### config.mk
export PLATFORM = sky130hd
export DESIGN_NAME = latency_sm
export DESIGN_NICKNAME = d
export VERILOG_FILES = /design/src/common/eval_pkg.sv /design/src/verilog/latency_counter.sv /design/src/verilog/latency_sm.sv
export SDC_FILE = /design/constraint.sdc
export NUM_CORES = 1
export LEC_CHECK = 0
export BUFFER_PORTS_ARGS = -buffer_cell sky130_fd_sc_hd__buf_2
export CAP_MARGIN = 20
export CELL_PAD_IN_SITES_DETAIL_PLACEMENT = 0
export CELL_PAD_IN_SITES_GLOBAL_PLACEMENT = 1
export CORE_AREA = 2 2 39 41
export DETAILED_ROUTE_END_ITERATION = 7
export DIE_AREA = 0 0 41 43
export PLACE_DENSITY = 0.61
export SLEW_MARGIN = 15
export SYNTH_ARGS = -nofsm -noshare
export SYNTH_HDL_FRONTEND = slang
export SYNTH_HIERARCHICAL = 1
export SYNTH_SLANG_ARGS = --single-unit
### constraint.sdc
create_clock -name clk -period 1.7 [get_ports clk]
set_clock_uncertainty 0.15 [all_clocks]
set_input_delay 0.34 -clock clk [delete_from_list [all_inputs] [get_ports clk]]
set_output_delay 0.34 -clock clk [all_outputs]
set_load 0.02 [all_outputs]
### src/common/eval_pkg.sv
package eval_pkg;

   localparam int eval_width   = 16;
   localparam int pipe_latency = 7; // board capture to evaluator output
   localparam int max_distance = 5; // doubled pawn lookahead
   localparam int count_width  = 4;

   // the sum stage adds one more cycle
   localparam logic [count_width-1:0] latency_load = count_width'(pipe_latency + 1);

   localparam logic [1:0] sm_idle = 2'd0;
   localparam logic [1:0] sm_busy = 2'd1;
   localparam logic [1:0] sm_done = 2'd2;

   localparam int term_isolated  = 0;
   localparam int term_doubled   = 1;
   localparam int term_connected = 2;
   localparam int term_backward  = 3;
   localparam int term_count     = 4;

   localparam logic signed [eval_width-1:0] isolated_mg [8] =
      '{-8, -10, -12, -14, -14, -12, -10, -8};
   localparam logic signed [eval_width-1:0] isolated_eg [8] =
      '{-12, -13, -14, -15, -15, -14, -13, -12};

   // column, then distance 1 to 5
   localparam logic signed [eval_width-1:0] doubled_mg [8][max_distance] =
      '{'{-10, -8, -6, -4, -2},
        '{-12, -9, -7, -5, -3},
        '{-13, -10, -8, -6, -3},
        '{-14, -11, -9, -6, -4},
        '{-14, -11, -9, -6, -4},
        '{-13, -10, -8, -6, -3},
        '{-12, -9, -7, -5, -3},
        '{-10, -8, -6, -4, -2}};
   localparam logic signed [eval_width-1:0] doubled_eg [8][max_distance] =
      '{'{-16, -13, -10, -7, -4},
        '{-18, -14, -11, -8, -5},
        '{-19, -15, -12, -9, -5},
        '{-20, -16, -13, -9, -6},
        '{-20, -16, -13, -9, -6},
        '{-19, -15, -12, -9, -5},
        '{-18, -14, -11, -8, -5},
        '{-16, -13, -10, -7, -4}};

   // row, then column; rows 0 and 7 never hold pawns
   localparam logic signed [eval_width-1:0] connected_mg [8][8] =
      '{'{0, 0, 0, 0, 0, 0, 0, 0},
        '{2, 3, 3, 4, 4, 3, 3, 2},
        '{3, 4, 5, 6, 6, 5, 4, 3},
        '{5, 6, 7, 9, 9, 7, 6, 5},
        '{8, 9, 11, 13, 13, 11, 9, 8},
        '{12, 14, 16, 19, 19, 16, 14, 12},
        '{20, 23, 26, 30, 30, 26, 23, 20},
        '{0, 0, 0, 0, 0, 0, 0, 0}};
   localparam logic signed [eval_width-1:0] connected_eg [8][8] =
      '{'{0, 0, 0, 0, 0, 0, 0, 0},
        '{3, 3, 4, 4, 4, 4, 3, 3},
        '{4, 5, 6, 7, 7, 6, 5, 4},
        '{7, 8, 9, 10, 10, 9, 8, 7},
        '{11, 12, 14, 16, 16, 14, 12, 11},
        '{17, 19, 21, 24, 24, 21, 19, 17},
        '{28, 31, 34, 38, 38, 34, 31, 28},
        '{0, 0, 0, 0, 0, 0, 0, 0}};

   localparam logic signed [eval_width-1:0] backward_mg [8] =
      '{-6, -8, -9, -10, -10, -9, -8, -6};
   localparam logic signed [eval_width-1:0] backward_eg [8] =
      '{-8, -9, -10, -11, -11, -10, -9, -8};

endpackage

### src/verilog/latency_counter.sv
`timescale 1ns/100ps

module latency_counter
#(
   parameter int width = 4
)
(
   input  logic             clk,
   input  logic             arst_n,
   input  logic             load,
   input  logic [width-1:0] load_value,
   input  logic             dec,
   output logic             done
);

   logic [width-1:0] count;

   always_ff @(posedge clk or negedge arst_n)
   begin
      if (!arst_n)
         count <= '0;
      else if (load)
         count <= load_value;
      else if (dec && count != '0)
         count <= count - 1'b1; // holds at zero
   end

   // last decrement, the owner acts on this edge
   assign done = dec && (count == width'(1));

endmodule

### src/verilog/latency_sm.sv
`timescale 1ns/100ps

module latency_sm
(
   input  logic clk,
   input  logic arst_n,
   input  logic board_valid,
   input  logic clear_eval,
   output logic eval_valid
);

   logic [1:0] state;
   logic       counting;
   logic       count_done;

   always_ff @(posedge clk or negedge arst_n)
   begin
      if (!arst_n)
         state <= eval_pkg::sm_idle;
      else if (board_valid)
         state <= eval_pkg::sm_busy; // newest board restarts, beats clear_eval
      else
      begin
         case (state)
            eval_pkg::sm_busy:
               if (count_done)
                  state <= eval_pkg::sm_done;
            eval_pkg::sm_done:
               if (clear_eval)
                  state <= eval_pkg::sm_idle;
            default:
               state <= eval_pkg::sm_idle;
         endcase
      end
   end

   assign counting   = (state == eval_pkg::sm_busy);
   assign eval_valid = (state == eval_pkg::sm_done);

   latency_counter
   #(
      .width (eval_pkg::count_width)
   )
   u_count
   (
      .clk        (clk),
      .arst_n     (arst_n),
      .load       (board_valid),
      .load_value (eval_pkg::latency_load),
      .dec        (counting),
      .done       (count_done)
   );

endmodule

# Word-level counts from Yosys, hierarchy flattened

Cells that the tools add are included.

Output and inout bits: 1
Flip-flop bits (word level): 6
Bits of input ports: 4
Word-level logic and storage cells: 19

Reductions and logical operators: 5
Equality and inequality tests: 5
$add $sub $neg: 1
Mux-type cells: 6

Operators by type and width:

| cell                  | number |
|---|---|
| $mux W4               | 2 |
| $mux W2               | 3 |
| $ne A3 B3 Y1 const B  | 2 |
| $eq A4 B1 Y1 const B  | 1 |
| $pmux W2 S2           | 1 |
| $reduce_bool A4 Y1    | 1 |
| $sub A4 B1 Y4 const B | 1 |
| $eq A2 B1 Y1 const B  | 1 |
| $eq A2 B2 Y1 const B  | 1 |
| $logic_and A1 B1 Y1   | 2 |
| $reduce_and A2 Y1     | 1 |
| $reduce_bool A2 Y1    | 1 |

# Depth between registers and ports, before layout

Depth in word-level cells: 5
Gate-level depth with buffers: 5
Gate-level depth less buffers: 5

# Cells and area by module

Netlist, hierarchy kept.

By module, submodules not included:

| module          | cells each | times used | area each (µm²) | sequential area each (µm²) |
|---|---|---|---|---|
| latency_counter | 30         | 1          | 266.5           | 100.1 |
| latency_sm      | 11         | 1          | 103.8           | 50.0 |

# Least setup slack after synthesis

OpenSTA, ideal clock, no wires.

Path kind: register -> register
From: reg u_count.count[0]
To: reg u_count.count[1]
Buffers on the path: 0
Arrival: 1281 ps
Cell stages (with the launch flop): 5
Clock period less this slack: 1500 ps
Path slack: 200 ps
Cell sequence: dfrtp_1 inv_1 ha_1 or4_1 nand3_1

Longest elaborated chain between the ends: 3
Elaborated cells between the ends (all ways): 6

RTL lines:

| item                                                       | line                                         | text |
|---|---|---|
| start, declared                                            | latency_counter.sv:16                        | `logic [width-1:0] count;` |
| start signal, assigned                                     | latency_counter.sv:23                        | `count <= load_value;` |
| start signal, assigned                                     | latency_counter.sv:25                        | `count <= count - 1'b1;` |
| $sub A4 B1 Y4 / $reduce_bool A4 Y1 (equally long branches) | latency_counter.sv:25, latency_counter.sv:24 |  |
| $mux W4 / $logic_and A1 B1 Y1 (equally long branches)      | latency_counter.sv:24                        | `else if (dec && count != '0)` |
| $mux W4 / $reduce_bool A2 Y1 (equally long branches)       | -                                            |  |

Several ways; a longest one is shown, not always the timed one. The select of a mux whose other input is x is not followed.
A chain may end at the register's enable or synchronous reset.

# Worst setup path after layout

From: reg u_count.count[1]
To: reg u_count.count[0]

Longest elaborated chain between the ends: 3

RTL lines:

| item                         | line |
|---|---|
| $reduce_bool A4 Y1           | latency_counter.sv:24 |
| $logic_and A1 B1 Y1          | latency_counter.sv:24 |
| $reduce_bool A2 Y1 (no line) | - |

No other way between the ends.

==> flow_summary.yaml <==
global_routing:
  grt_pass1_wl_um: 1100
  grt_overflow: 0
  grt_use_total_pct: 9.57
  grt_max_degree: 11
  grt_pass1_vias: 274
  antenna_found_initial: 0
die:
  start_util_pct: 26.8
  dieArea_um2: 1760
  die_height_um: 43
  pin_count: 5
  fp.dieW_um: 41
  rows: 14
  core_um2: 1380
timing:
  fmax_mhz: 623
  period_share_pct: 94.4
  hold_slack_ps: 263
  setup_violations: 0
  finalHoldViolCount: 0
  maxSlewViolCount: 0
  finalSetupTns_ps: 0
  rsz0062_at_grt: "no"
  min_period_ps: 1610
synth:
  yosys_warnings: 6
  netlist_instances: 41
  netlist_area_um2: 370
  async_reset_ff_share_pct: 100
  synth_edf_count: 0
  ys.flop_type: "dfrtp_1"
  avgSynthCellArea_um2: 9.03
  netlist-cell-type-count: 23
  ys_seq_area_share_pct: 40.5
  synth-seq-cells: 6
run:
  cap_viol_max_count: 0
power_and_ir_drop:
  power_density_nw_per_um2: 1230
  ir_drop_mv: 0.328
  p_total_w: 0.000565
  p_leak_nw: 0.224
route:
  drt-total-wl_um: 698
  wire_per_inst_um: 10.3
  via_count: 309
  viasPerCell: 4.54
  drt_iter0_drc: 3
  drtPass1Iterations: 4
  remaining_drc_errors: 0
  ant_nets: 0
clock_tree:
  cts_tree: "built"
  cts-buffers-inserted: 3
  path_clk_slew_ps: 40
  clock_path_buffers: 2
  clock-sinks: 6
  clkLatencyLatePin_ps: 240
  postCtsSetupBuffers: 0
  htree_levels: 1
  clock-root-buffer: "clkbuf_4"
hold_path:
  hold_path.class: "input pin to flop"
  hp-start: "board_valid"
worst_setup_path:
  end_kind: "flop"
  cp-startpoint: "u_count/count[1]"
  worstSetupPathType: "flop to flop"
  r2r-start: "u_count/count[1]"
  cp_data_required_time_ps: 1710
  crit_path_start_kind: "flop"
  worstPathArrival_ps: 1610
  worstPathMaxFanout: 4
status:
  outcome: "finished clean"
finish:
  final_common_cell: "dfrtp_1"
  post-route-util_pct: 33.1
  antenna_cells: 0
  drive_gt1_share_pct: 23.1
  nets: 60
  area_delta_synth_final_pct: 23.6
  final_cell_mix: "6 x dfrtp_1, 4 x inv_1, 4 x buf_2, 4 x nand2_1, 4 x conb_1"
place:
  numPortBuffers: 4
  dp_hpwl_um: 525
  place_congestion: 0.693
## stage by stage
step / std cells / setup slack [ps] / area (µm²)
global placement: 64 / 134 / 425
floorplan: 43 / 200 / 378
global route: 68 / 0.577 / 458
detailed placement: 64 / 107 / 425
CTS: 68 / 106 / 458
finish: 68 / 94.8 / 458
## metal layers
layer | global-route usage [%] | vias up | routed length [µm] | part of all wire (%)
li1 | - | 161 | - | -
met1 | 12.3 | 143 | 334 | 48
met2 | 13.1 | 5 | 348 | 50
met3 | 3.14 | 0 | 14 | 2.0
met4 | 6.00 | 0 | 0 | 0
met5 | 0 | - | 0 | 0
## synthesized netlist by cell type, types with 2 or more instances
master	n	area, µm²
inv_2	2	7.51
nor3b_1	2	15.0
conb_1	2	7.51
o21ai_0	2	10.0
nor2_1	2	7.51
nor3_1	2	10.0
ha_1	2	25.0
dfrtp_1	6	150
nand2_1	4	15.0
inv_1	4	15.0
## critical path: stages (launching register included)
cell and delay [ps]:
dfrtp_1 400, inv_1 90, ha_1 210, nor3b_1 370, o21ai_0 130, a31oi_1 180
## power breakdown
part	internal, W	switching [W]	leakage, nW
Clock	0.0000797	0.0000491	0.0138
Combinational	0.000104	0.000112	0.139
Sequential	0.000182	0.0000377	0.0713
Total	0.000366	0.000199	0.224
## flip-flops by register name, indices dropped and copies added (netlist names)
register / cells
state: 2
u_count/count: 4
## path summary, 6_finish.rpt
check | slack (ps) | endpoint | cells after the start
max | 90 | u_count/count[0] | 5
min | 260 | u_count/count[2] | 2
max reg2reg | 90 | u_count/count[0] | 5
min reg2reg | 420 | state[0] | 2
max in group asynchronous | 940 | u_count/count[0] | 2
min in group asynchronous | 310 | u_count/count[3] | 2
## kinds of logic after synthesis
kind of cell / after synthesis / share of synthesized area (%)
flops: 6 / 40.5
fa+ha+maj: 2 / 6.76
other cells: 2 / 2.03
compound gates: 8 / 14.5
buf+inv: 6 / 6.08
simple gates: 17 / 30.1
## what timing repair did
| item | CTS | global route |
|---|---|---|
| endpoints found under the setup margin | 0 | 0 |
| resized for setup | 0 | 0 |
| endpoints found under the hold margin | 6 | 0 |
| hold buffers | 1 | 0 |
## area by class of cell
class                           count  area, µm²
Sequential cell                     6        150
Multi-Input combinational cell     31        205
Tap cell                           16       20.0
Timing Repair Buffer                6       37.5
Clock buffer                        3       22.5
Fill cell                         142        926
Inverter                            6       22.5
Power figures use the tool's default switching activity.
