File: src/common/eval_pkg.sv
package eval_pkg;

   localparam int eval_width   = 16;
   localparam int pipe_latency = 7; // board capture to evaluator output
   localparam int max_distance = 5; // doubled pawn lookahead
   localparam int count_width  = 4;

   // the sum stage adds one more cycle
   localparam logic [count_width-1:0] latency_load = count_width'(pipe_latency + 1);

   localparam logic [1:0] sm_idle = 2'd0;
   localparam logic [1:0] sm_busy = 2'd1;
   localparam logic [1:0] sm_done = 2'd2;

   localparam int term_isolated  = 0;
   localparam int term_doubled   = 1;
   localparam int term_connected = 2;
   localparam int term_backward  = 3;
   localparam int term_count     = 4;

   localparam logic signed [eval_width-1:0] isolated_mg [8] =
      '{-8, -10, -12, -14, -14, -12, -10, -8};
   localparam logic signed [eval_width-1:0] isolated_eg [8] =
      '{-12, -13, -14, -15, -15, -14, -13, -12};

   // column, then distance 1 to 5
   localparam logic signed [eval_width-1:0] doubled_mg [8][max_distance] =
      '{'{-10, -8, -6, -4, -2},
        '{-12, -9, -7, -5, -3},
        '{-13, -10, -8, -6, -3},
        '{-14, -11, -9, -6, -4},
        '{-14, -11, -9, -6, -4},
        '{-13, -10, -8, -6, -3},
        '{-12, -9, -7, -5, -3},
        '{-10, -8, -6, -4, -2}};
   localparam logic signed [eval_width-1:0] doubled_eg [8][max_distance] =
      '{'{-16, -13, -10, -7, -4},
        '{-18, -14, -11, -8, -5},
        '{-19, -15, -12, -9, -5},
        '{-20, -16, -13, -9, -6},
        '{-20, -16, -13, -9, -6},
        '{-19, -15, -12, -9, -5},
        '{-18, -14, -11, -8, -5},
        '{-16, -13, -10, -7, -4}};

   // row, then column; rows 0 and 7 never hold pawns
   localparam logic signed [eval_width-1:0] connected_mg [8][8] =
      '{'{0, 0, 0, 0, 0, 0, 0, 0},
        '{2, 3, 3, 4, 4, 3, 3, 2},
        '{3, 4, 5, 6, 6, 5, 4, 3},
        '{5, 6, 7, 9, 9, 7, 6, 5},
        '{8, 9, 11, 13, 13, 11, 9, 8},
        '{12, 14, 16, 19, 19, 16, 14, 12},
        '{20, 23, 26, 30, 30, 26, 23, 20},
        '{0, 0, 0, 0, 0, 0, 0, 0}};
   localparam logic signed [eval_width-1:0] connected_eg [8][8] =
      '{'{0, 0, 0, 0, 0, 0, 0, 0},
        '{3, 3, 4, 4, 4, 4, 3, 3},
        '{4, 5, 6, 7, 7, 6, 5, 4},
        '{7, 8, 9, 10, 10, 9, 8, 7},
        '{11, 12, 14, 16, 16, 14, 12, 11},
        '{17, 19, 21, 24, 24, 21, 19, 17},
        '{28, 31, 34, 38, 38, 34, 31, 28},
        '{0, 0, 0, 0, 0, 0, 0, 0}};

   localparam logic signed [eval_width-1:0] backward_mg [8] =
      '{-6, -8, -9, -10, -10, -9, -8, -6};
   localparam logic signed [eval_width-1:0] backward_eg [8] =
      '{-8, -9, -10, -11, -11, -10, -9, -8};

endpackage

File: src/verilog/pawn_score_sum.sv
`timescale 1ns/100ps

module pawn_score_sum
(
   input  logic                                   clk,
   input  logic signed [eval_pkg::eval_width-1:0] white_mg,
   input  logic signed [eval_pkg::eval_width-1:0] white_eg,
   input  logic signed [eval_pkg::eval_width-1:0] black_mg,
   input  logic signed [eval_pkg::eval_width-1:0] black_eg,
   output logic signed [eval_pkg::eval_width-1:0] eval_mg,
   output logic signed [eval_pkg::eval_width-1:0] eval_eg
);

   logic signed [eval_pkg::eval_width:0] sum_mg; // one guard bit
   logic signed [eval_pkg::eval_width:0] sum_eg;

   function automatic logic signed [eval_pkg::eval_width-1:0] clamp(
      input logic signed [eval_pkg::eval_width:0] value
   );
      // guard and sign differ on overflow
      if (value[eval_pkg::eval_width] != value[eval_pkg::eval_width-1])
         return value[eval_pkg::eval_width] ? {1'b1, {(eval_pkg::eval_width - 1){1'b0}}}
                                            : {1'b0, {(eval_pkg::eval_width - 1){1'b1}}};
      return value[eval_pkg::eval_width-1:0];
   endfunction

   assign sum_mg = white_mg + black_mg;
   assign sum_eg = white_eg + black_eg;

   always_ff @(posedge clk)
   begin
      eval_mg <= clamp(sum_mg);
      eval_eg <= clamp(sum_eg);
   end

endmodule

File: config.mk
export PLATFORM = sky130hd
export DESIGN_NAME = pawn_score_sum
export DESIGN_NICKNAME = d
export VERILOG_FILES = /design/src/common/eval_pkg.sv /design/src/verilog/pawn_score_sum.sv
export SDC_FILE = /design/constraint.sdc
export NUM_CORES = 1
export LEC_CHECK = 0
export ABC_AREA = 0
export BUFFER_PORTS_ARGS = -buffer_cell sky130_fd_sc_hd__clkbuf_2
export CORE_ASPECT_RATIO = 0.5
export CORE_UTILIZATION = 45
export CTS_CLUSTER_DIAMETER = 100
export DETAILED_ROUTE_END_ITERATION = 12
export HOLD_SLACK_MARGIN = 0.1
export PLACE_DENSITY = 0.79
export SETUP_SLACK_MARGIN = 0.4
export SYNTH_ARGS = -nofsm -noshare
export SYNTH_HDL_FRONTEND = slang
export SYNTH_SLANG_ARGS = --single-unit
File: constraint.sdc
create_clock -name clk -period 2.9 [get_ports clk]
set_input_delay 0.58 -clock clk [delete_from_list [all_inputs] [get_ports clk]]
set_output_delay 0.58 -clock clk [all_outputs]
set_load 0.05 [all_outputs]
* After elaboration in Yosys (flattened, before gate mapping)
Cells that the tools add are included.
** Cells by class
- Eq/ne operators :: 2
- Add/subtract/negate cells :: 2
- Mux-type cells :: 8
** Operators by type and width (count)
- 16-bit two-way mux :: 6
- 16-bit by 16-bit adder with 17-bit output :: 2
- 1-bit two-way mux :: 2
- 1-bit != test :: 2
** Storage, ports and cells
- Output and inout port bits :: 32
- Logic and storage cells :: 14
- Register bits after elaboration :: 32
- Input bits :: 65

* Depth between registers and ports, before layout
- Depth after elaboration :: 4
- Depth in mapped cells :: 11
- Gate-level depth less buffers :: 10

* Worst setup path before layout
No wires, ideal clock.
- Kind :: input to register
- Start :: input white_eg[0] in the netlist's numbering
- End :: register eval_eg[7] in the netlist's numbering
- Buffers on the path :: 1
- Stages :: 11
- Data arrival time :: 2.571 ns
- Library setup time :: 0.067 ns
- Setup slack :: 0.262 ns
- Required time :: 2.833 ns
- Cell sequence :: ha_1 inv_1 fa_1 nor2b_1 o211ai_1 a21oi_1 o2111ai_1 a32oi_2 nor2_4 buf_6 o21ai_2
** Between the ends
- Longest elaborated chain between the ends :: 4
- Elaborated cells on any way between the ends :: 6
- Classes of those cells :: 1 x add/sub; 1 x eq/ne; 4 x mux
** RTL lines
- start, declared :: line pawn_score_sum.sv:7 : input logic signed [eval_pkg::eval_width-1:0] white_eg,
- 16-bit by 16-bit adder with 17-bit output (*) :: line pawn_score_sum.sv:28 : assign sum_eg = white_eg + black_eg;
- 16-bit two-way mux or 1-bit != test (tied branches) :: line pawn_score_sum.sv:22, pawn_score_sum.sv:21
- 16-bit two-way mux or 1-bit two-way mux (tied branches) :: line pawn_score_sum.sv:21 : if (value[eval_pkg::eval_width] != value[eval_pkg::eval_width-1])
- 16-bit two-way mux (*) :: line pawn_score_sum.sv:24 : return value[eval_pkg::eval_width-1:0];
- end signal, assigned :: line pawn_score_sum.sv:33 : eval_eg <= clamp(sum_eg);
- end, declared :: line pawn_score_sum.sv:11 : output logic signed [eval_pkg::eval_width-1:0] eval_eg
Every way passes the cells marked *; elsewhere a longest branch is shown, timed or not. The select of a mux whose other input is x is not followed.

* Final worst setup path
- Start :: input white_mg[8] in the netlist's numbering
- End :: register eval_mg[13] in the netlist's numbering
** Between the ends
- Longest elaborated chain between the ends :: 4
- Elaborated cells on any way between the ends :: 6
- Classes of those cells :: 1 x add/sub; 1 x eq/ne; 4 x mux
** RTL lines
- start, declared :: line pawn_score_sum.sv:6 : input logic signed [eval_pkg::eval_width-1:0] white_mg,
- 16-bit by 16-bit adder with 17-bit output (*) :: line pawn_score_sum.sv:27 : assign sum_mg = white_mg + black_mg;
- 16-bit two-way mux or 1-bit != test (tied branches) :: line pawn_score_sum.sv:22, pawn_score_sum.sv:21
- 16-bit two-way mux or 1-bit two-way mux (tied branches) :: line pawn_score_sum.sv:21
- 16-bit two-way mux (*) :: line pawn_score_sum.sv:24
- end signal, assigned :: line pawn_score_sum.sv:32 : eval_mg <= clamp(sum_mg);
- end, declared :: line pawn_score_sum.sv:10 : output logic signed [eval_pkg::eval_width-1:0] eval_mg,
Marks and branches as above.

==> impl_metrics.json <==
{
  "cell_area_after_synthesis_sq_um": 2440,
  "yosys.cell_types.count": 51,
  "cp_top_delay_family": "compound AO/OA/AOI/OAI gates",
  "violation_count_after_the_first_detailed_routing_iteration": 43,
  "finalWorstPathRequiredPeriod_ps": 2450,
  "holdCritPathClass": "in2reg",
  "final_core_utilization_pct": 65.8,
  "critPathMaxStageDelay_ps": 360,
  "area.growth.synth_to_final_pct": 36.7,
  "firstDrtPassIters": 4,
  "multi_input_comb_area_sq_um": 1870,
  "worstPathArrival_ps": 2600,
  "timing_max_transition_violations_final": 0,
  "synth_instances": 264,
  "number_of_antenna_diodes": 0,
  "io_buffer_count": 96,
  "vias_in_the_first_global_route": 2093,
  "start_util_pct": 48.1,
  "grt_antenna_before_repair": 0,
  "fillerInstances": 401,
  "grt.met3_usage_pct": 3.75,
  "slowest_stage": "sky130_fd_sc_hd__maj3_1",
  "largest_fanout_of_any_net_on_the_critical_path": 5,
  "required_ps": 3060,
  "cts_buffers": 5,
  "period_share_pct": 84.4,
  "crit_buf_inv": 2,
  "rsz_0062_raised_after_global_routing": "false",
  "clock-root-buffer": "sky130_fd_sc_hd__clkbuf_8",
  "ios": 97,
  "finish.net_count": 477,
  "totalPowerFinal_mw": 2.11,
  "finalWeightedCongestion": 0.847,
  "yosys_register_bits": 32,
  "clock.fmax_mhz": 408,
  "place_hpwl_mm": 4.61,
  "final_layout_size_suffix_gt1_share_pct": 42.5,
  "layout.cells.most_common_list": "96 x sky130_fd_sc_hd__clkbuf_2, 32 x sky130_fd_sc_hd__dfxtp_1, 27 x sky130_fd_sc_hd__ha_1",
  "layout.cells.most_common": "sky130_fd_sc_hd__clkbuf_2",
  "drc_errors": 0,
  "synth_nets": 363,
  "grtUsageMet2_pct": 36.5,
  "critical_path.cell_chain": "clkbuf_2 -> ha_4 -> and3_1 -> a221o_1 -> a21o_1 -> o21ai_2 -> a41oi_4 -> buf_4 -> maj3_1",
  "cts_buffer_depth": 2,
  "rows": 18,
  "worst_ir_drop_vdd_v": 0.000308,
  "dieWidth_microns": 106,
  "cp-end-kind": "register",
  "grt_start_max_net_pins": 14,
  "report.final.setup_viol": 0,
  "cts.clk_slew.worst_paths_ps": 70,
  "leakagePower_nw": 1.55,
  "ctsHoldBuffers": 0,
  "status": "completed",
  "dieArea_sq_um": 5740,
  "sequential_cell_area_sq_um": 641,
  "numClockSinks": 32,
  "max_cap_viol_count": 0,
  "routedWlPerCell_microns": 13.5,
  "ys.warnings.count": 0,
  "cellPowerDensity_nw_per_um2": 633,
  "gr-max-usage-layer": "met2",
  "drt-total-wl_mm": 6.04,
  "tritoncts": "done",
  "worstSetupStartpointType": "input pin",
  "globalRouteTotalUtil_pct": 19.5,
  "grt_pass1_wl_mm": 8.92,
  "vias": 2370,
  "die_y_microns": 54.1,
  "grt_overflow_total": 0,
  "timing.setup.critical_path_class": "in2reg",
  "syn_area_per_cell_sq_um": 9.24,
  "vias_per_cell": 5.28,
  "hold_violations": 0,
  "placeableCoreArea_sq_um": 5070,
  "synth_seq_area_share_pct": 26.3,
  "antenna_violating_nets_post_route": 0,
  "grt_util_met1_pct": 23.7,
  "tightestPinTransition_ps": 524,
  "htree_num_levels": 2,
  "worst_slew_margin_rel_pct": 64.7
}
worst min-delay path, cell delays in order:
cell,delay (ps)
sky130_fd_sc_hd__clkbuf_2,80
sky130_fd_sc_hd__ha_1,110
sky130_fd_sc_hd__inv_1,30
sky130_fd_sc_hd__o21ai_1,110
path summary, 6_finish.rpt:
check | endpoint | cells after the start | startpoint | slack, ps
hold / removal | eval_mg[0] | 4 | black_mg[0] | 670
setup / recovery | eval_mg[13] | 9 | white_mg[8] | 450
final cells by class:
class | count | area share (%)
flip-flops and latches | 32 | 19.2
clock buffers | 8 | 2.70
multi-input cells | 218 | 56.0
repair buffers | 111 | 18.3
well taps | 70 | 2.63
inverters | 10 | 1.13
repair_timing:
action	in CTS	in global routing
gates cloned	0	0
gates resized for setup	2	17
pin swaps	2	10
setup buffers	4	6
setup endpoints to repair	22	30
power by group:
group	switching, mW	internal (mW)	leakage [nW]	total [mW]
combinational	0.795	0.376	1.24	1.17
sequential	0.0370	0.561	0.269	0.598
clock	0.149	0.193	0.0455	0.343
sequential cells by signal, indices dropped and copies added, names as in the netlist:
signal   count
eval_eg     16
eval_mg     16
logic make-up (layout without fill, tap and decap cells):
logic type / Yosys count / in the layout / share of synthesized area, %
flops: 32 / 32 / 26.3
fa+ha+maj: 40 / 40 / 20.6
buf+inv: 14 / 129 / 2.98
simple gates: 56 / 56 / 12.3
compound gates: 97 / 97 / 28.9
xor+xnor: 25 / 25 / 8.98
per-layer routing:
layer  vias up  part of all wire, %
met5         -                    0
met4         0                 0.88
met3         6                  3.7
met2        66                   51
met1      1087                   45
li1       1211                    -
cells in the mapped netlist (all sizes together):
library cell | number | area (sq um)
o211ai | 4 | 35.0
o21a | 2 | 15.0
a21oi | 26 | 134
a2111oi | 1 | 8.76
a41oi | 1 | 8.76
and2 | 1 | 6.26
a31oi | 1 | 6.26
a32oi | 1 | 16.3
xnor2 | 15 | 131
fa | 2 | 40.0
a211oi | 2 | 25.0
nor2 | 11 | 48.8
a211o | 1 | 8.76
nand3 | 3 | 15.0
xor2 | 10 | 87.6
o2111ai | 3 | 26.3
o311ai | 1 | 26.3
a21bo | 1 | 10.0
a221o | 1 | 10.0
maj3 | 6 | 61.3
nand2b | 2 | 12.5
nand4 | 2 | 12.5
nor3 | 6 | 52.6
o21bai | 2 | 15.0
nor2b | 5 | 31.3
dfxtp | 32 | 641
or3 | 1 | 6.26
o311a | 1 | 21.3
nand2 | 20 | 77.6
a221oi | 1 | 15.0
o31ai | 2 | 15.0
o21ai | 33 | 206
and3 | 3 | 18.8
inv | 10 | 37.5
o221ai | 2 | 17.5
nor4 | 2 | 18.8
buf | 4 | 35.0
a22o | 1 | 8.76
ha | 32 | 400
a21o | 10 | 75.1
stage by stage:
step | TNS [ps] | hold WS (ps) | cell area, sq um | std cells | worst slack, ps
2_1_floorplan | 0 | 800 | 2460 | 264 | 396
3_3_place_gp | 0 | 946 | 3050 | 431 | 4.72
3_5_place_dp | -984 | 957 | 3050 | 431 | -103
4_1_cts | 0 | 672 | 3180 | 443 | 408
5_1_grt | 0 | 713 | 3330 | 449 | 319
6_report | 0 | 673 | 3330 | 449 | 452
(Power assumes the default switching activity.)
